--- src/design/mipsPkg.sv ---
package mipsPkg;

        typedef logic [31:0] word_t;
        typedef logic [4:0]  regAddr_t;
        typedef logic [5:0]  opcode_t;
        typedef logic [5:0]  funct_t;
        typedef logic [4:0]  aluOp_t;
        typedef logic [2:0]  branchKind_t;
        typedef logic [1:0]  memWidth_t;

        ////////////////////////////////////////////////////////////////////////////
        // opcode field
        ////////////////////////////////////////////////////////////////////////////
        localparam opcode_t OP_RTYPE  = 6'b000000;
        localparam opcode_t OP_REGIMM = 6'b000001;  // bltz only
        localparam opcode_t OP_J      = 6'b000010;
        localparam opcode_t OP_JAL    = 6'b000011;
        localparam opcode_t OP_BEQ    = 6'b000100;
        localparam opcode_t OP_BNE    = 6'b000101;
        localparam opcode_t OP_BLEZ   = 6'b000110;
        localparam opcode_t OP_BGTZ   = 6'b000111;
        localparam opcode_t OP_ADDI   = 6'b001000;
        localparam opcode_t OP_ADDIU  = 6'b001001;
        localparam opcode_t OP_SLTI   = 6'b001010;
        localparam opcode_t OP_SLTIU  = 6'b001011;
        localparam opcode_t OP_ANDI   = 6'b001100;
        localparam opcode_t OP_ORI    = 6'b001101;
        localparam opcode_t OP_XORI   = 6'b001110;
        localparam opcode_t OP_LUI    = 6'b001111;
        localparam opcode_t OP_LB     = 6'b100000;
        localparam opcode_t OP_LH     = 6'b100001;
        localparam opcode_t OP_LW     = 6'b100011;
        localparam opcode_t OP_SB     = 6'b101000;
        localparam opcode_t OP_SH     = 6'b101001;
        localparam opcode_t OP_SW     = 6'b101011;

        // R-type funct field
        localparam funct_t FN_SLL  = 6'b000000;
        localparam funct_t FN_SRL  = 6'b000010;
        localparam funct_t FN_ADD  = 6'b100000;
        localparam funct_t FN_ADDU = 6'b100001;
        localparam funct_t FN_SUB  = 6'b100010;
        localparam funct_t FN_SUBU = 6'b100011;
        localparam funct_t FN_AND  = 6'b100100;
        localparam funct_t FN_OR   = 6'b100101;
        localparam funct_t FN_XOR  = 6'b100110;
        localparam funct_t FN_NOR  = 6'b100111;
        localparam funct_t FN_SLT  = 6'b101010;
        localparam funct_t FN_SLTU = 6'b101011;

        ////////////////////////////////////////////////////////////////////////////
        // controller to datapath codes
        ////////////////////////////////////////////////////////////////////////////
        localparam aluOp_t ALU_FUNCT = 5'd0;    // decode funct
        localparam aluOp_t ALU_AND   = 5'd1;
        localparam aluOp_t ALU_ADD   = 5'd2;
        localparam aluOp_t ALU_OR    = 5'd3;
        localparam aluOp_t ALU_XOR   = 5'd4;
        localparam aluOp_t ALU_SLT   = 5'd5;
        localparam aluOp_t ALU_SUB   = 5'd6;
        localparam aluOp_t ALU_SLTU  = 5'd11;
        localparam aluOp_t ALU_LUI   = 5'd12;

        localparam branchKind_t BR_NONE = 3'b000;
        localparam branchKind_t BR_EQ   = 3'b001;
        localparam branchKind_t BR_NE   = 3'b010;
        localparam branchKind_t BR_JUMP = 3'b011;
        localparam branchKind_t BR_LTZ  = 3'b100;
        localparam branchKind_t BR_GTZ  = 3'b101;
        localparam branchKind_t BR_LEZ  = 3'b110;

        localparam memWidth_t MEM_BYTE = 2'd0;
        localparam memWidth_t MEM_HALF = 2'd1;
        localparam memWidth_t MEM_WORD = 2'd2;

        localparam int IMEM_WORDS  = 256;
        localparam int DMEM_BYTES  = 1024;
        localparam int IMEM_ADDR_W = $clog2(IMEM_WORDS);
        localparam int DMEM_ADDR_W = $clog2(DMEM_BYTES);

        localparam regAddr_t RA_REG = 5'd31;    // jal link register

endpackage

--- src/design/registerFile.sv ---
`timescale 1ns/1ns

module registerFile (
        input  logic              clk,
        input  logic              rstN,
        input  logic              we,
        input  mipsPkg::regAddr_t readAddrA,
        input  mipsPkg::regAddr_t readAddrB,
        input  mipsPkg::regAddr_t writeAddr,
        input  mipsPkg::word_t    writeData,
        output mipsPkg::word_t    readDataA,
        output mipsPkg::word_t    readDataB
);
        import mipsPkg::*;

        word_t regs [32];

        always_ff @(posedge clk or negedge rstN) begin
                if (!rstN) begin
                        for (int i = 0; i < 32; i++) begin
                                regs[i] <= '0;
                        end
                end else if (we && writeAddr != '0) begin
                        regs[writeAddr] <= writeData;   // $zero stays zero
                end
        end

        assign readDataA = (readAddrA == '0) ? '0 : regs[readAddrA];
        assign readDataB = (readAddrB == '0) ? '0 : regs[readAddrB];

endmodule

--- config.mk ---
export PLATFORM = sky130hd
export DESIGN_NAME = registerFile
export DESIGN_NICKNAME = d
export VERILOG_FILES = /design/src/design/mipsPkg.sv /design/src/design/registerFile.sv
export SDC_FILE = /design/constraint.sdc
export NUM_CORES = 2
export LEC_CHECK = 0
export BUFFER_PORTS_ARGS = -buffer_cell sky130_fd_sc_hd__buf_2
export CAP_MARGIN = 10
export CORE_MARGIN = 2
export CORE_UTILIZATION = 35
export DETAILED_ROUTE_END_ITERATION = 10
export PLACE_DENSITY = 0.52
export SKIP_LAST_GASP = 1
export SYNTH_ARGS = -nofsm -noshare
export SYNTH_HDL_FRONTEND = slang
export SYNTH_SLANG_ARGS = --single-unit
--- constraint.sdc ---
create_clock -name clk -period 4.6 [get_ports clk]
set_input_delay 1.15 -clock clk [delete_from_list [all_inputs] [get_ports clk]]
set_output_delay 1.15 -clock clk [all_outputs]
set_load 0.02 [all_outputs]
==> results.toml <==
[pwr]
pwr-share-seq_pct = 43.6
power_switching_mw = 7.53
power_frac_clock_pct = 36.2
p_int_mw = 20.0
ir_drop_uv = 313
p_leak_nw = 26.9
powerDensity_nw_per_um2 = 436
swShare_pct = 27.4
pwr-share-comb_pct = 20.2

[cts]
cts_buffers = 115
clock-sinks = 1024
h-tree-depth = 3
cts_tree = "yes"
holdBufCountCts = 0
post_cts_buffers = 0
clk_path_buf_depth = 3
clock_latency_ns = 0.74
clkTransAtPathRegs_ns = 0.06
cts-root-buf = "clkbuf_16"

[placement]
gp_congestion = 0.800
pre_cts_slack_ns = -0.0759
place_hpwl_um = 117000
io_buffers = 113

[timing]
max_slew_margin_pct = 21.5
finalSetupViolCount = 1
finalCritPeriodShare_pct = 100
rsz0062_at_grt = "false"
clock_skew_ns = 0
final.setup.tns_ns = -0.00999
drv_slew = 0
setup_ws_ns = -0.00999
max_freq_mhz = 217
worst_pin_slew_ns = 1.18
period_needed_ns = 4.61
finalHoldViolCount = 0

[critical_path]
cp_max_fo = 18
cp.required_ns = 3.45
setup.worst_path.end_class = "primary output"
cp-start-kind = "input pin"
cp.arrival_ns = 3.46
crit_type = "in2out"

[floorplan]
io_pins = 114
die_h_um = 398
dieArea_um2 = 159000
start_util_pct = 35.3
core_area_um2 = 154000
fp.dieW_um = 398
core.rowCount = 144

[yosys]
ys_seq_area_share_pct = 47.1
synth_warnings = 0
synth-main-ff-cell = "dfrtp_1"
synth-edff-count = 0
synthesis.area_um2 = 54400
syn_area_per_cell_um2 = 15.0
ys_ff_latch = 1024
syn_nets = 3671
synth-async-reset-ratio_pct = 100
yosysUniqueCellTypes = 35
syn-instance-count = 3621

[global_routing]
grt_max_degree = 110
grt_pass1_vias = 35816
overflow = 0
grt_first_pass_wirelength_um = 278000
track_usage_pct = 24.3
antenna_found_initial = 22

[drt]
routed_via_density = 6.04
drc = 0
drtAntennaViolNets = 0
first_iter_violations = 2941
routed.top_layer = "met5"
num_vias = 35195
wl_per_cell_um = 33.0
drt-total-wl_um = 192000
dr_wl_met3_um = 11000
met2_length_um = 89500
drt_pass1_iterations = 5
wl_met1_um = 85400

[layout]
largest_reg_flops = 1024
area_delta_synth_final_pct = 15.9
drive_gt1_share_pct = 56.0
fillCellCount = 14208
layout.nets = 3729
reg.largest.list = "regs x1024"
largest-register = "regs"

[run_status]
violations = "setup timing"
status = "complete, but fails checks"

[hold_path]
hold_path.class = "in2async"

[job]
maxCapViolCount = 0
## cell families after synthesis
| family | count (synthesis) | share of synthesized area (%) |
|---|---|---|
| mux | 1632 | 42.8 |
| flops | 1024 | 47.1 |
| buf+inv | 434 | 3.63 |
| simple gates | 165 | 1.61 |
| compound gates | 366 | 4.84 |
## synth_stat cells, types with 9 or more instances
cell,n,area [um^2]
mux2_2,1046,11800
dfrtp_1,1024,25600
mux4_2,448,10100
clkbuf_1,223,837
buf_2,170,851
mux2i_1,128,1280
o21ai_0,101,505
nor2b_1,71,444
a211oi_1,64,480
a22oi_1,64,480
a311oi_1,64,561
nand2_1,49,184
a221oi_1,46,403
buf_4,34,255
nor2_1,19,71.3
o2111ai_1,18,158
mux2_1,10,113
o21ai_1,9,45.0
## path summary, 6_finish.rpt
check | endpoint | depth (start not counted) | slack (ns) | start
worst max register to register | regs[904] | 1 | 3.79 | regs[904]
max in group asynchronous | regs[747] | 2 | 2.90 | rstN
worst min register to register | regs[1022] | 0 | 0.39 | regs[1022]
worst min-delay path | regs[889] | 1 | 0.36 | rstN
min in group clk | regs[1022] | 0 | 0.39 | regs[1022]
worst max-delay path | readDataB[21] | 8 | -0.01 | readAddrB[0]
## power by group through the flow
stage / clock network (mW) / registers (mW) / logic [mW]
detailed placement: 0 / 12.1 / 5.56
floorplan: 0 / 11.6 / 4.06
global placement: 0 / 12.0 / 5.49
finish: 9.96 / 12.0 / 5.56
CTS: 10.1 / 11.9 / 5.59
global route: 10.5 / 12.2 / 5.93
## worst max-delay path: stages
cell and delay (ns):
buf_6 0.31, nor2_4 0.28, buf_12 0.25, a221oi_1 0.32
o21ai_0 0.17, a311oi_1 0.55, buf_4 0.22, buf_2 0.16
## routing by layer
layer,vias up,global-route usage (%)
met3,281,3.60
met4,10,7.50
met2,1151,38.1
met5,-,0
li1,14201,-
met1,19552,34.7
## per-stage QoR
| stage | hold slack [ns] | utilization [%] | area [um^2] | power (mW) | std cells |
|---|---|---|---|---|---|
| floorplan | 0.441 | - | 54400 | 15.7 | 3621 |
| global placement | 0.379 | 38.2 | 58900 | 17.5 | 5606 |
| detailed placement | 0.383 | 38.2 | 58900 | 17.7 | 5606 |
| CTS | 0.398 | 40.8 | 63000 | 27.7 | 5818 |
| global route | 0.398 | 40.9 | 63000 | 28.6 | 5820 |
| finish | 0.356 | 40.9 | 63000 | 27.5 | 5825 |
## cell usage in the layout (no fill, tap or decap), drive strengths merged, types with 2 or more instances in the layout
master    count
a211oi       64
a221oi       46
a22oi        64
a311oi       64
and2          2
buf         373
bufinv       16
clkbuf      160
clkinv       32
clkinvlp      3
dfrtp      1024
diode         7
inv           3
mux2       1056
mux2i       128
mux4        448
nand2        49
nand2b        5
nand4b        3
nor2         19
nor2b        71
nor3          3
nor3b         2
o2111ai      18
o21ai       110
or2           2
or3           3
or4           2
## timing repair
action,CTS,global route
resized for setup,5,5
endpoints found under the setup margin,5,4
pin swaps,0,1
## final cells by class
class | instances | area (um^2) | area share [%]
sequential | 1024 | 25600 | 40.7
tap | 2044 | 2560 | 4.06
multi-input combinational | 2163 | 27100 | 43.0
clock inverter | 52 | 713 | 1.13
timing repair buffer | 373 | 3690 | 5.85
clock buffer | 160 | 3340 | 5.30
antenna | 7 | 17.5 | 0.0278
inverter | 2 | 12.5 | 0.0199
(Power assumes the default switching activity.)
