**src/design/mipsPkg.sv**
```systemverilog
package mipsPkg;

        typedef logic [31:0] word_t;
        typedef logic [4:0]  regAddr_t;
        typedef logic [5:0]  opcode_t;
        typedef logic [5:0]  funct_t;
        typedef logic [4:0]  aluOp_t;
        typedef logic [2:0]  branchKind_t;
        typedef logic [1:0]  memWidth_t;

        ////////////////////////////////////////////////////////////////////////////
        // opcode field
        ////////////////////////////////////////////////////////////////////////////
        localparam opcode_t OP_RTYPE  = 6'b000000;
        localparam opcode_t OP_REGIMM = 6'b000001;  // bltz only
        localparam opcode_t OP_J      = 6'b000010;
        localparam opcode_t OP_JAL    = 6'b000011;
        localparam opcode_t OP_BEQ    = 6'b000100;
        localparam opcode_t OP_BNE    = 6'b000101;
        localparam opcode_t OP_BLEZ   = 6'b000110;
        localparam opcode_t OP_BGTZ   = 6'b000111;
        localparam opcode_t OP_ADDI   = 6'b001000;
        localparam opcode_t OP_ADDIU  = 6'b001001;
        localparam opcode_t OP_SLTI   = 6'b001010;
        localparam opcode_t OP_SLTIU  = 6'b001011;
        localparam opcode_t OP_ANDI   = 6'b001100;
        localparam opcode_t OP_ORI    = 6'b001101;
        localparam opcode_t OP_XORI   = 6'b001110;
        localparam opcode_t OP_LUI    = 6'b001111;
        localparam opcode_t OP_LB     = 6'b100000;
        localparam opcode_t OP_LH     = 6'b100001;
        localparam opcode_t OP_LW     = 6'b100011;
        localparam opcode_t OP_SB     = 6'b101000;
        localparam opcode_t OP_SH     = 6'b101001;
        localparam opcode_t OP_SW     = 6'b101011;

        // R-type funct field
        localparam funct_t FN_SLL  = 6'b000000;
        localparam funct_t FN_SRL  = 6'b000010;
        localparam funct_t FN_ADD  = 6'b100000;
        localparam funct_t FN_ADDU = 6'b100001;
        localparam funct_t FN_SUB  = 6'b100010;
        localparam funct_t FN_SUBU = 6'b100011;
        localparam funct_t FN_AND  = 6'b100100;
        localparam funct_t FN_OR   = 6'b100101;
        localparam funct_t FN_XOR  = 6'b100110;
        localparam funct_t FN_NOR  = 6'b100111;
        localparam funct_t FN_SLT  = 6'b101010;
        localparam funct_t FN_SLTU = 6'b101011;

        ////////////////////////////////////////////////////////////////////////////
        // controller to datapath codes
        ////////////////////////////////////////////////////////////////////////////
        localparam aluOp_t ALU_FUNCT = 5'd0;    // decode funct
        localparam aluOp_t ALU_AND   = 5'd1;
        localparam aluOp_t ALU_ADD   = 5'd2;
        localparam aluOp_t ALU_OR    = 5'd3;
        localparam aluOp_t ALU_XOR   = 5'd4;
        localparam aluOp_t ALU_SLT   = 5'd5;
        localparam aluOp_t ALU_SUB   = 5'd6;
        localparam aluOp_t ALU_SLTU  = 5'd11;
        localparam aluOp_t ALU_LUI   = 5'd12;

        localparam branchKind_t BR_NONE = 3'b000;
        localparam branchKind_t BR_EQ   = 3'b001;
        localparam branchKind_t BR_NE   = 3'b010;
        localparam branchKind_t BR_JUMP = 3'b011;
        localparam branchKind_t BR_LTZ  = 3'b100;
        localparam branchKind_t BR_GTZ  = 3'b101;
        localparam branchKind_t BR_LEZ  = 3'b110;

        localparam memWidth_t MEM_BYTE = 2'd0;
        localparam memWidth_t MEM_HALF = 2'd1;
        localparam memWidth_t MEM_WORD = 2'd2;

        localparam int IMEM_WORDS  = 256;
        localparam int DMEM_BYTES  = 1024;
        localparam int IMEM_ADDR_W = $clog2(IMEM_WORDS);
        localparam int DMEM_ADDR_W = $clog2(DMEM_BYTES);

        localparam regAddr_t RA_REG = 5'd31;    // jal link register

endpackage

```
**src/design/pcUnit.sv**
```systemverilog
`timescale 1ns/1ns

module pcUnit (
        input  logic                 clk,
        input  logic                 rstN,
        input  logic                 run,
        input  mipsPkg::branchKind_t branchJump,
        input  mipsPkg::word_t       rsData,
        input  logic                 zero,
        input  mipsPkg::word_t       immediate,
        input  logic [25:0]          jumpTarget,
        output mipsPkg::word_t       pc,
        output mipsPkg::word_t       pcPlus4,
        output mipsPkg::word_t       nextPc
);
        import mipsPkg::*;

        logic  rsNeg;
        logic  rsZero;
        logic  taken;
        word_t branchTarget;

        assign rsNeg        = rsData[31];
        assign rsZero       = (rsData == '0);
        assign pcPlus4      = pc + 32'd4;
        assign branchTarget = pcPlus4 + {immediate[29:0], 2'b00};

        always_comb begin
                case (branchJump)
                        BR_EQ:   taken = zero;
                        BR_NE:   taken = !zero;
                        BR_LTZ:  taken = rsNeg;
                        BR_GTZ:  taken = !rsNeg && !rsZero;
                        BR_LEZ:  taken = rsNeg || rsZero;
                        default: taken = 1'b0;
                endcase
        end

        always_comb begin
                if (branchJump == BR_JUMP) begin
                        nextPc = {pcPlus4[31:28], jumpTarget, 2'b00};  // pseudo-direct
                end else if (taken) begin
                        nextPc = branchTarget;
                end else begin
                        nextPc = pcPlus4;
                end
        end

        always_ff @(posedge clk or negedge rstN) begin
                if (!rstN) begin
                        pc <= '0;
                end else if (run) begin
                        pc <= nextPc;   // hold while stopped
                end
        end

endmodule

```
**config.mk**
```make
export PLATFORM = sky130hd
export DESIGN_NAME = pcUnit
export DESIGN_NICKNAME = d
export VERILOG_FILES = /design/src/design/mipsPkg.sv /design/src/design/pcUnit.sv
export SDC_FILE = /design/constraint.sdc
export NUM_CORES = 1
export LEC_CHECK = 0
export BUFFER_PORTS_ARGS = -buffer_cell sky130_fd_sc_hd__buf_2
export CORE_MARGIN = 3
export CORE_UTILIZATION = 53
export CTS_BUF_LIST = sky130_fd_sc_hd__clkbuf_8
export DETAILED_ROUTE_END_ITERATION = 6
export PLACE_DENSITY_LB_ADDON = 0.05
export SLEW_MARGIN = 20
export SYNTH_ARGS = -nofsm -noshare
export SYNTH_HDL_FRONTEND = slang
export SYNTH_SLANG_ARGS = --single-unit
```
**constraint.sdc**
```tcl
create_clock -name clk -period 11.04 [get_ports clk]
set_input_delay 2.208 -clock clk [delete_from_list [all_inputs] [get_ports clk]]
set_output_delay 2.208 -clock clk [all_outputs]
set_load 0.05 [all_outputs]
```
==> flow_summary.json <==
{
  "status": "complete, no violations",
  "synth_top_cell_by_area": "dfrtp_1",
  "top_register": "pc",
  "reg2reg_slack_ns": 6.99,
  "finalHoldViolCount": 0,
  "r2r-end": "pc[29]$_DFFE_PN0P_",
  "ys_seq_elements": 32,
  "synth-compound-area-share_pct": 22.6,
  "synth-edff-count": 0,
  "row_count": 32,
  "cts-root-buf": "clkbuf_8",
  "maxCapViolCount": 0,
  "synthFlopType": "dfrtp_1",
  "grt_pass1_vias": 4605,
  "firstDrtPassIters": 5,
  "fin_skew_ns": 0.00918,
  "synthesis.nets": 683,
  "timing.hold.ws_ns": 0.545,
  "ff2ff_path_depth": 17,
  "path_clk_slew_ns": 0.08,
  "rsz0062_at_grt": "no",
  "r2r-start": "pc[2]$_DFFE_PN0P_",
  "clockBufferDepth": 2,
  "place_ws_ns": 3.89,
  "cp_max_fo": 3,
  "synthMuxAreaShare_pct": 6.74,
  "layout.nets": 855,
  "drive_above_1_share_pct": 34.2,
  "cts-resized-gates": 0,
  "yosysWarnings": 0,
  "synth_most_common_cell": "nand2_1",
  "tns_ns": 0,
  "synth_common_cells": "66 x nand2_1, 51 x nor2_1, 48 x a21oi_1",
  "largest_reg_flops": 32,
  "die_area_um2": 9170,
  "worst-slew-pin-transition_ns": 0.985,
  "num_antenna_cells": 0,
  "clock_latency_ns": 0.30,
  "synth_xor_area_share_pct": 11.5,
  "hold_path_class": "flop to flop",
  "cts-htree-levels": 2,
  "antenna_found_initial": 0,
  "track_usage_pct": 29.5,
  "cts_tree": "yes",
  "syn_inst": 549,
  "arrival_ns": 5.02,
  "avgRoutedWirePerCell_um": 16.5,
  "synth_top_family_by_area": "simple AND/OR/NAND/NOR gates",
  "grt_max_degree": 54,
  "initial_core_util_pct": 55.0,
  "io_pins": 193,
  "setup_violations": 0,
  "fin_crit_sh_pct": 65.5,
  "die_y_um": 95.8,
  "crit_required_ns": 8.83,
  "hp-start": "pc[23]$_DFFE_PN0P_",
  "synthArstFlopShare_pct": 100,
  "synth_area_leaders": "dfrtp_1 19%, ha_1 11%, xnor2_1 7.2%",
  "hpwl_mm": 10.5,
  "via_per_inst": 5.83,
  "place_congestion": 0.914,
  "cts_buffers": 5,
  "syn_area_um2": 4270,
  "fin_ws_ns": 3.81,
  "drc_errors": 0,
  "nFillCells": 695,
  "whs_endpoint": "pc[23]$_DFFE_PN0P_",
  "synth.avg_cell_area_um2": 7.78,
  "grt_overflow_total": 0,
  "slew_headroom_pct": 34.4,
  "cts_sinks": 32,
  "portBuffers": 190,
  "synth_cell_type_count": 71,
  "coreArea_um2": 7770,
  "synth-simple-area-share_pct": 25.3,
  "area_delta_synth_final_pct": 24.9,
  "synth_top_area_share_pct": 18.8,
  "ant_nets": 0,
  "vias": 4806,
  "fmax_ghz": 0.138,
  "grt_pass1_wl_mm": 21.6,
  "endpoint_kind": "primary output",
  "slew_viol_final": 0,
  "die_x_um": 95.8,
  "path_class": "input pin to primary output",
  "routed_wl_mm": 13.6,
  "ys_seq_area_share_pct": 18.8,
  "synth_fa_ha_area_share_pct": 11.0,
  "min_period_ns": 7.23,
  "drtIter0Drc": 236,
  "hold_buffers": 0,
  "largestRegisters": "pc x32",
  "post-cts-setup-buffers": 0,
  "start_kind": "input pin",
  "hold_depth": 1
}
[worst max-delay path, stage by stage]
cell and delay, ns:
buf_2 0.10, ha_1 0.21, fa_1 0.44, a21oi_1 0.22
o21ai_1 0.11, a21oi_1 0.29, a31o_2 0.26, o21ai_0 0.11
a21oi_1 0.31, o31ai_1 0.15, xnor2_1 0.16, a21oi_1 0.16
buf_2 0.28
[logic make-up after synthesis]
kind of cell | count (synthesis)
DFF | 32
AOI/OAI and AO/OA | 152
adders and majority gates | 37
and+or+nand+nor | 208
buffers and inverters | 41
xor gates and xnor gates | 53
muxes | 26
[final cells by class]
cell class / count / area, um2 / share of cell area (%)
Multi-Input combinational cell: 476 / 3290 / 61.7
Clock inverter: 2 / 10.0 / 0.188
Tap cell: 102 / 128 / 2.39
Clock buffer: 6 / 82.6 / 1.55
Sequential cell: 32 / 801 / 15.0
Timing Repair Buffer: 192 / 966 / 18.1
Inverter: 14 / 52.6 / 0.986
[cells in the final DEF (no fill, tap or decap), types with 13 or more instances in the layout]
cell type	netlist	routed
xnor2_1	35	35
nand2_1	66	66
a21o_1	16	16
nor2_1	51	51
ha_1	36	36
buf_2	8	190
nand4_1	13	13
o21ai_0	24	24
xor2_1	16	16
mux2_2	22	22
a31oi_1	19	19
inv_1	14	14
dfrtp_1	32	32
nand3_1	22	22
a21oi_1	48	48
[per-stage QoR]
step           util (%)  instances  instance area (um2)
2_1_floorplan         -        549                 4270
3_3_place_gp       67.4        816                 5240
3_5_place_dp       67.4        816                 5240
4_1_cts            68.6        824                 5330
5_1_grt            68.6        824                 5330
6_report           68.6        824                 5330
[layer usage]
metal / track usage (%) / routed length (um) / up-vias
li1: - / - / 2352
met5: 0 / 0 / -
met4: 9.24 / 299 / 0
met2: 50.3 / 6630 / 224
met3: 4.93 / 1110 / 25
met1: 37.9 / 5580 / 2205
[worst max-delay path by stage]
| stage | startpoint | end | slack, ns | cells past startpoint |
|---|---|---|---|---|
| floorplan | pc[2]$_DFFE_PN0P_ | nextPc[31] | 3.84 | 16 |
| global placement | immediate[0] | nextPc[28] | 3.91 | 13 |
| detailed placement | immediate[0] | nextPc[28] | 3.89 | 13 |
| CTS | immediate[0] | nextPc[28] | 3.88 | 13 |
| global route | immediate[0] | nextPc[28] | 3.58 | 13 |
| finish | immediate[0] | nextPc[28] | 3.81 | 13 |
Power is left out: the tool's default activity adds up to more than one toggle a clock period on the data nets, which glitch-free logic cannot reach.
