===== config.mk =====
export PLATFORM = sky130hd
export DESIGN_NAME = controller
export DESIGN_NICKNAME = d
export VERILOG_FILES = /design/src/design/mipsPkg.sv /design/src/design/controller.sv
export SDC_FILE = /design/constraint.sdc
export NUM_CORES = 1
export LEC_CHECK = 0
export CORE_AREA = 4 4 41 43
export DETAILED_ROUTE_END_ITERATION = 6
export DIE_AREA = 0 0 45 47
export DONT_BUFFER_PORTS = 1
export PLACE_DENSITY = 0.45
export SLEW_MARGIN = 10
export SYNTH_ARGS = -nofsm -noshare
export SYNTH_HDL_FRONTEND = slang
export SYNTH_SLANG_ARGS = --single-unit

===== constraint.sdc =====
create_clock -name vclk -period 1.6
set_clock_uncertainty 0.15 [all_clocks]
set_input_delay 0.16 -clock vclk [all_inputs]
set_output_delay 0.16 -clock vclk [all_outputs]
set_load 0.01 [all_outputs]

===== src/design/mipsPkg.sv =====
package mipsPkg;

        typedef logic [31:0] word_t;
        typedef logic [4:0]  regAddr_t;
        typedef logic [5:0]  opcode_t;
        typedef logic [5:0]  funct_t;
        typedef logic [4:0]  aluOp_t;
        typedef logic [2:0]  branchKind_t;
        typedef logic [1:0]  memWidth_t;

        ////////////////////////////////////////////////////////////////////////////
        // opcode field
        ////////////////////////////////////////////////////////////////////////////
        localparam opcode_t OP_RTYPE  = 6'b000000;
        localparam opcode_t OP_REGIMM = 6'b000001;  // bltz only
        localparam opcode_t OP_J      = 6'b000010;
        localparam opcode_t OP_JAL    = 6'b000011;
        localparam opcode_t OP_BEQ    = 6'b000100;
        localparam opcode_t OP_BNE    = 6'b000101;
        localparam opcode_t OP_BLEZ   = 6'b000110;
        localparam opcode_t OP_BGTZ   = 6'b000111;
        localparam opcode_t OP_ADDI   = 6'b001000;
        localparam opcode_t OP_ADDIU  = 6'b001001;
        localparam opcode_t OP_SLTI   = 6'b001010;
        localparam opcode_t OP_SLTIU  = 6'b001011;
        localparam opcode_t OP_ANDI   = 6'b001100;
        localparam opcode_t OP_ORI    = 6'b001101;
        localparam opcode_t OP_XORI   = 6'b001110;
        localparam opcode_t OP_LUI    = 6'b001111;
        localparam opcode_t OP_LB     = 6'b100000;
        localparam opcode_t OP_LH     = 6'b100001;
        localparam opcode_t OP_LW     = 6'b100011;
        localparam opcode_t OP_SB     = 6'b101000;
        localparam opcode_t OP_SH     = 6'b101001;
        localparam opcode_t OP_SW     = 6'b101011;

        // R-type funct field
        localparam funct_t FN_SLL  = 6'b000000;
        localparam funct_t FN_SRL  = 6'b000010;
        localparam funct_t FN_ADD  = 6'b100000;
        localparam funct_t FN_ADDU = 6'b100001;
        localparam funct_t FN_SUB  = 6'b100010;
        localparam funct_t FN_SUBU = 6'b100011;
        localparam funct_t FN_AND  = 6'b100100;
        localparam funct_t FN_OR   = 6'b100101;
        localparam funct_t FN_XOR  = 6'b100110;
        localparam funct_t FN_NOR  = 6'b100111;
        localparam funct_t FN_SLT  = 6'b101010;
        localparam funct_t FN_SLTU = 6'b101011;

        ////////////////////////////////////////////////////////////////////////////
        // controller to datapath codes
        ////////////////////////////////////////////////////////////////////////////
        localparam aluOp_t ALU_FUNCT = 5'd0;    // decode funct
        localparam aluOp_t ALU_AND   = 5'd1;
        localparam aluOp_t ALU_ADD   = 5'd2;
        localparam aluOp_t ALU_OR    = 5'd3;
        localparam aluOp_t ALU_XOR   = 5'd4;
        localparam aluOp_t ALU_SLT   = 5'd5;
        localparam aluOp_t ALU_SUB   = 5'd6;
        localparam aluOp_t ALU_SLTU  = 5'd11;
        localparam aluOp_t ALU_LUI   = 5'd12;

        localparam branchKind_t BR_NONE = 3'b000;
        localparam branchKind_t BR_EQ   = 3'b001;
        localparam branchKind_t BR_NE   = 3'b010;
        localparam branchKind_t BR_JUMP = 3'b011;
        localparam branchKind_t BR_LTZ  = 3'b100;
        localparam branchKind_t BR_GTZ  = 3'b101;
        localparam branchKind_t BR_LEZ  = 3'b110;

        localparam memWidth_t MEM_BYTE = 2'd0;
        localparam memWidth_t MEM_HALF = 2'd1;
        localparam memWidth_t MEM_WORD = 2'd2;

        localparam int IMEM_WORDS  = 256;
        localparam int DMEM_BYTES  = 1024;
        localparam int IMEM_ADDR_W = $clog2(IMEM_WORDS);
        localparam int DMEM_ADDR_W = $clog2(DMEM_BYTES);

        localparam regAddr_t RA_REG = 5'd31;    // jal link register

endpackage


===== src/design/controller.sv =====
`timescale 1ns/1ns

module controller (
        input  mipsPkg::opcode_t     opcode,
        input  mipsPkg::funct_t      funct,
        output logic                 regDst,
        output logic                 aluSrc,
        output logic                 memToReg,
        output logic                 regWrite,
        output logic                 memRead,
        output logic                 memWrite,
        output mipsPkg::branchKind_t branchJump,
        output mipsPkg::aluOp_t      aluOp,
        output mipsPkg::memWidth_t   memWidth
);
        import mipsPkg::*;

        logic functKnown;

        always_comb begin
                case (funct)
                        FN_ADD, FN_ADDU, FN_SUB, FN_SUBU,
                        FN_AND, FN_OR, FN_XOR, FN_NOR,
                        FN_SLT, FN_SLTU, FN_SLL, FN_SRL: functKnown = 1'b1;
                        default:                         functKnown = 1'b0;
                endcase
        end

        // access width, only looked at by loads and stores
        always_comb begin
                case (opcode)
                        OP_LB, OP_SB: memWidth = MEM_BYTE;
                        OP_LH, OP_SH: memWidth = MEM_HALF;
                        default:      memWidth = MEM_WORD;
                endcase
        end

        always_comb begin
                // undefined opcodes keep these: no write, no access, pc+4
                regDst     = 1'b0;
                aluSrc     = 1'b0;
                memToReg   = 1'b0;
                regWrite   = 1'b0;
                memRead    = 1'b0;
                memWrite   = 1'b0;
                branchJump = BR_NONE;
                aluOp      = ALU_FUNCT;
                case (opcode)
                        OP_RTYPE: begin
                                memToReg = 1'b1;
                                regWrite = functKnown;  // drop unknown funct
                        end
                        OP_ADDI, OP_ADDIU, OP_SLTI, OP_SLTIU,
                        OP_ANDI, OP_ORI, OP_XORI, OP_LUI: begin
                                regDst   = 1'b1;        // write rt
                                aluSrc   = 1'b1;
                                memToReg = 1'b1;
                                regWrite = 1'b1;
                                case (opcode)
                                        OP_SLTI:  aluOp = ALU_SLT;
                                        OP_SLTIU: aluOp = ALU_SLTU;
                                        OP_ANDI:  aluOp = ALU_AND;
                                        OP_ORI:   aluOp = ALU_OR;
                                        OP_XORI:  aluOp = ALU_XOR;
                                        OP_LUI:   aluOp = ALU_LUI;
                                        default:  aluOp = ALU_ADD;
                                endcase
                        end
                        OP_LB, OP_LH, OP_LW: begin
                                regDst   = 1'b1;
                                aluSrc   = 1'b1;
                                regWrite = 1'b1;
                                memRead  = 1'b1;
                                aluOp    = ALU_ADD;     // base + offset
                        end
                        OP_SB, OP_SH, OP_SW: begin
                                aluSrc   = 1'b1;
                                memWrite = 1'b1;
                                aluOp    = ALU_ADD;
                        end
                        OP_BEQ: begin
                                branchJump = BR_EQ;
                                aluOp      = ALU_SUB;
                        end
                        OP_BNE: begin
                                branchJump = BR_NE;
                                aluOp      = ALU_SUB;
                        end
                        OP_REGIMM: begin
                                branchJump = BR_LTZ;
                                aluOp      = ALU_SUB;
                        end
                        OP_BGTZ: begin
                                branchJump = BR_GTZ;
                                aluOp      = ALU_SUB;
                        end
                        OP_BLEZ: begin
                                branchJump = BR_LEZ;
                                aluOp      = ALU_SUB;
                        end
                        OP_J: branchJump = BR_JUMP;
                        OP_JAL: begin
                                branchJump = BR_JUMP;
                                regWrite   = 1'b1;      // link into ra
                        end
                        default: ;
                endcase
        end

endmodule


==> qor.yml, run 1 <==
synthesis:
  syn_area_per_cell_um2: 5.57
  syn_inst: 55
  syn_area_um2: 307
  ys_warn_count: 0
  ys_seq_area_frac: 0
  synth.distinct_cells: 25
  syn_nets: 67
final_layout:
  design.seq.count: 0
  drive_gt1_frac: 0.0400
  area_delta_synth_final_pct: -3.67
  n_antenna_cell: 0
  nNetsFinal: 64
  nClkBuffers: 0
  seqCellArea_um2: 0
route:
  remaining_drc_errors: 0
  routed_wl_um: 872
  vias: 325
  first_iter_violations: 3
  routed_via_density: 5.00
  antenna_left: 0
  first_pass_iters: 3
  wl_per_cell_um: 13.4
sta:
  setup_violations: 0
  finalCritPeriodShare: 0.845
  period_minus_slack_ns: 1.35
  fin_ws_ns: 0.249
  finalHoldViolCount: 0
  rsz0062_at_grt: "no"
  slew_viol_final: 0
  fmax_mhz: 740
  tns_ns: 0
placed_design:
  dp_hpwl_um: 709
  place_congestion: 0.651
  post-place-ws_ns: 0.247
  io_buffers: 0
clock_network:
  post_cts_buffers: 0
  cts_hold_buf: 0
  post_cts_resized: 0
setup_path:
  cp.arrival_ns: 1.04
  crit_type: "input port to output port"
  cp_slowest_stage_delay_ns: 0.43
  crit_chain: "or3_1, a211o_1, o211ai_2"
  crit_path_end_kind: "output port"
  critPathLaunchType: "input port"
  cp_max_fo: 6
  cp_data_required_time_ns: 1.29
  cpMaxStageDelayCell: "or3_1"
floorplanning:
  die_y_um: 47
  die_w_um: 45
  die-area_um2: 2120
  core_um2: 1300
  start_util: 0.236
  io_pins: 28
  row_count: 13
min_path:
  hold_path.class: "input port to output port"
global_route:
  antenna_found_initial: 0
  grt_pass1_wl_um: 1260
  track_usage: 0.0747
  grt_max_degree: 12
  grt-ovfl-total: 0
  grt_pass1_vias: 286
power_and_ir_drop:
  power_density_nw_per_um2: 194
  leakage_nw: 0.128
  ir_drop_uv: 62.3
status:
  status: "finished clean"
flow_run:
  maxCapViolCount: 0
[critical path: cells and delay by family]
family / cells / cell delay, ns
AO/OA/AOI/OAI: 2 / 0.45
AND/OR/NAND/NOR: 1 / 0.43
[cells in the mapped netlist (2+ instances only)]
cell type / count / area share
nand2_1: 7 / 0.086
nor2_1: 7 / 0.086
a21oi_1: 5 / 0.082
inv_1: 5 / 0.061
clkbuf_1: 3 / 0.037
nand2b_1: 3 / 0.061
nand3_1: 3 / 0.049
o21ai_0: 3 / 0.049
or3_1: 2 / 0.041
xnor2_1: 2 / 0.057
[power breakdown]
group / total (mW) / switching, mW / internal [mW]
registers: 0 / 0 / 0
logic: 0.0572 / 0.0326 / 0.0246
clock network: 0 / 0 / 0
total: 0.0572 / 0.0326 / 0.0246
[through the flow]
stage / total power, mW / hold slack [ns] / utilization / cell area (um^2) / instances
floorplan: 0.0659 / 0.214 / - / 307 / 55
global placement: 0.0579 / 0.219 / 0.227 / 295 / 65
detailed placement: 0.0580 / 0.218 / 0.227 / 295 / 65
CTS: 0.0579 / 0.218 / 0.227 / 295 / 65
global route: 0.0648 / 0.218 / 0.227 / 295 / 65
finish: 0.0572 / 0.217 / 0.227 / 295 / 65
[cell families after synthesis]
family	after synthesis	share of synthesized area
buffers and inverters	10	0.159
other	1	0.0122
AO/OA/AOI/OAI	15	0.339
XOR/XNOR	2	0.0572
AND/OR/NAND/NOR	27	0.433
[per-layer routing]
layer,up-vias,GRT usage,routed length (um)
met5,-,0,0
met4,0,0,0
met3,0,0.0115,77
met2,13,0.121,396
met1,141,0.110,398
li1,171,-,-
[cell type report]
class | count | area (um^2)
fill | 165 | 1010
multi-input combinational | 45 | 258
inverter | 5 | 18.8
tap | 15 | 18.8
[path summary, 6_finish.rpt]
path	to	cells past startpoint	from	slack (ns)
max	regWrite	3	opcode[5]	0.25
min	aluSrc	1	opcode[4]	0.22
[layout by cell type (no fill, tap or decap)]
cell      count
nand2b_1      3
o211a_1       1
o211ai_2      1
conb_1        1
a211o_1       1
a21oi_1       5
inv_1         5
o21ai_0       3
nand3b_1      1
nor3b_1       1
o211ai_1      1
nor2b_1       1
nor3_1        1
o21ba_2       1
a21o_1        1
xnor2_1       2
o21a_1        1
or2b_1        1
nand3_1       3
nor2_1        7
nand2_1       7
or3_1         2
(Power assumes the default switching activity.)
==> run 2: changes to the inputs <==
--- a/config.mk
+++ b/config.mk
@@ -9,7 +9,7 @@
 export DETAILED_ROUTE_END_ITERATION = 6
 export DIE_AREA = 0 0 45 47
 export DONT_BUFFER_PORTS = 1
-export PLACE_DENSITY = 0.45
+export PLACE_DENSITY = 0.46
 export SLEW_MARGIN = 10
 export SYNTH_ARGS = -nofsm -noshare
 export SYNTH_HDL_FRONTEND = slang
==> constraint.sdc (replaced) <==
create_clock -name vclk -period 1.2
set_clock_uncertainty 0.15 [all_clocks]
set_input_delay 0.12 -clock vclk [all_inputs]
set_output_delay 0.12 -clock vclk [all_outputs]
set_load 0.01 [all_outputs]
==> run 2 against run 1 <==
  * Critical path depth did not move
  * Hold slack got worse by 0.081 ns
  * The run now ends with negative setup slack left
  * Core utilization up 1.8 points
  * Critical endpoint unchanged
  * Global-route usage up 1.0 points
==> qor.yml, run 2 (same netlist as run 1, synthesis figures left out) <==
flow_run:
  maxCapViolCount: 0
global_route:
  antenna_found_initial: 0
  grt_pass1_vias: 300
  track_usage: 0.0850
  grt_pass1_wl_um: 1440
  grt_max_degree: 12
  grt-ovfl-total: 0
final_layout:
  drive_gt1_frac: 0.115
  most-common-layout-cells: "nand2_1 (7), nor2_1 (7), inv_1 (5)"
  final_util: 0.245
  nClkBuffers: 0
  fillers: 163
  design.seq.count: 0
  nNetsFinal: 66
  seqCellArea_um2: 0
  area_delta_synth_final_pct: 4.08
  n_antenna_cell: 0
sta:
  slew_viol_final: 0
  holdWs_ns: 0.136
  period_minus_slack_ns: 1.20
  fmax_mhz: 830
  setup_violations: 1
  fin_ws_ns: -0.00440
  finalHoldViolCount: 0
  finalCritPeriodShare: 1.00
  rsz0062_at_grt: "yes"
power_and_ir_drop:
  leakage_nw: 0.139
  ir_drop_uv: 61.1
  power_density_nw_per_um2: 256
route:
  met2WireLength_um: 429
  wirelength_met1_um: 376
  routed_via_density: 5.12
  routed_wl_um: 910
  remaining_drc_errors: 0
  first_pass_iters: 1
  antenna_left: 0
  highest_layer: "met3"
  met3_wirelength_um: 104
  first_iter_violations: 0
  wl_per_cell_um: 13.6
  vias: 343
floorplanning:
  die_y_um: 47
  io_pins: 28
  start_util: 0.236
  row_count: 13
  die-area_um2: 2120
  die_w_um: 45
  core_um2: 1300
setup_path:
  crit_path_end_kind: "output port"
  crit_chain: "or3_1, a211o_1, o211ai_2"
  crit_type: "input port to output port"
  cp_max_fo: 1
  cp_data_required_time_ns: 0.93
  cp_slowest_stage_delay_ns: 0.35
  cpMaxStageDelayCell: "or3_1"
  cp.arrival_ns: 0.93
  critPathLaunchType: "input port"
min_path:
  min_from: "opcode[4]"
  whs_path_depth: 1
  worstHoldEndpoint: "aluSrc"
  hold_path.class: "input port to output port"
clock_network:
  cts_hold_buf: 0
  post_cts_buffers: 0
placed_design:
  place_congestion: 0.745
  dp_hpwl_um: 755
  io_buffers: 0
status:
  violations: "negative setup slack"
  status: "finished, violations left"
-- run 2: changes by cell type in the layout (fill, tap and decap cells not counted) --
cell	previous run	this run
buf_4	0	2
a21oi_1	5	4
a21oi_2	0	1
or3_1	2	1
or3_4	0	1
-- run 2: how the worst max path moves through the flow --
stage               startpoint        to  slack, ns
floorplan            opcode[3]  regWrite      -0.11
global placement      funct[4]  regWrite      -0.03
detailed placement    funct[4]  regWrite      -0.03
CTS                   funct[4]  regWrite      -0.01
global route          funct[4]  regWrite      -0.03
finish                funct[4]  regWrite     -0.004
-- run 2: cell type report --
type	instances	area (um^2)	share of cell area
Inverter	5	18.8	0.0588
Timing Repair Buffer	2	15.0	0.0471
Tap cell	15	18.8	0.0588
Multi-Input combinational cell	45	267	0.835
-- run 2: layer usage --
metal	GRT usage	vias up
met1	0.106	153
met5	0	-
met3	0.0345	0
met4	0	0
li1	-	175
met2	0.147	15
-- run 2: through the flow --
step | cell area [um^2] | total power [mW] | setup slack (ns) | cells | setup TNS, ns
after detailed placement | 315 | 0.0822 | -0.0319 | 67 | -0.0319
after global placement | 315 | 0.0811 | -0.0263 | 67 | -0.0263
after CTS | 315 | 0.0823 | -0.0102 | 67 | -0.0102
after floorplan | 313 | 0.0895 | -0.114 | 55 | -0.114
final | 319 | 0.0817 | -0.00440 | 67 | -0.00440
after global routing | 319 | 0.0927 | -0.0298 | 67 | -0.0298
-- run 2: power breakdown --
group	switching (mW)	internal, mW
clock network	0	0
registers	0	0
logic	0.0453	0.0365
-- run 2: what timing repair did --
item	4_1_cts	5_1_grt
gates resized for setup	0	1
pin swaps	1	0
setup endpoints to repair	1	2
-- run 2: worst max-delay path, delay by kind of cell --
kind / cells / cell delay [ns]
compound gates: 2 / 0.47
simple gates: 1 / 0.35
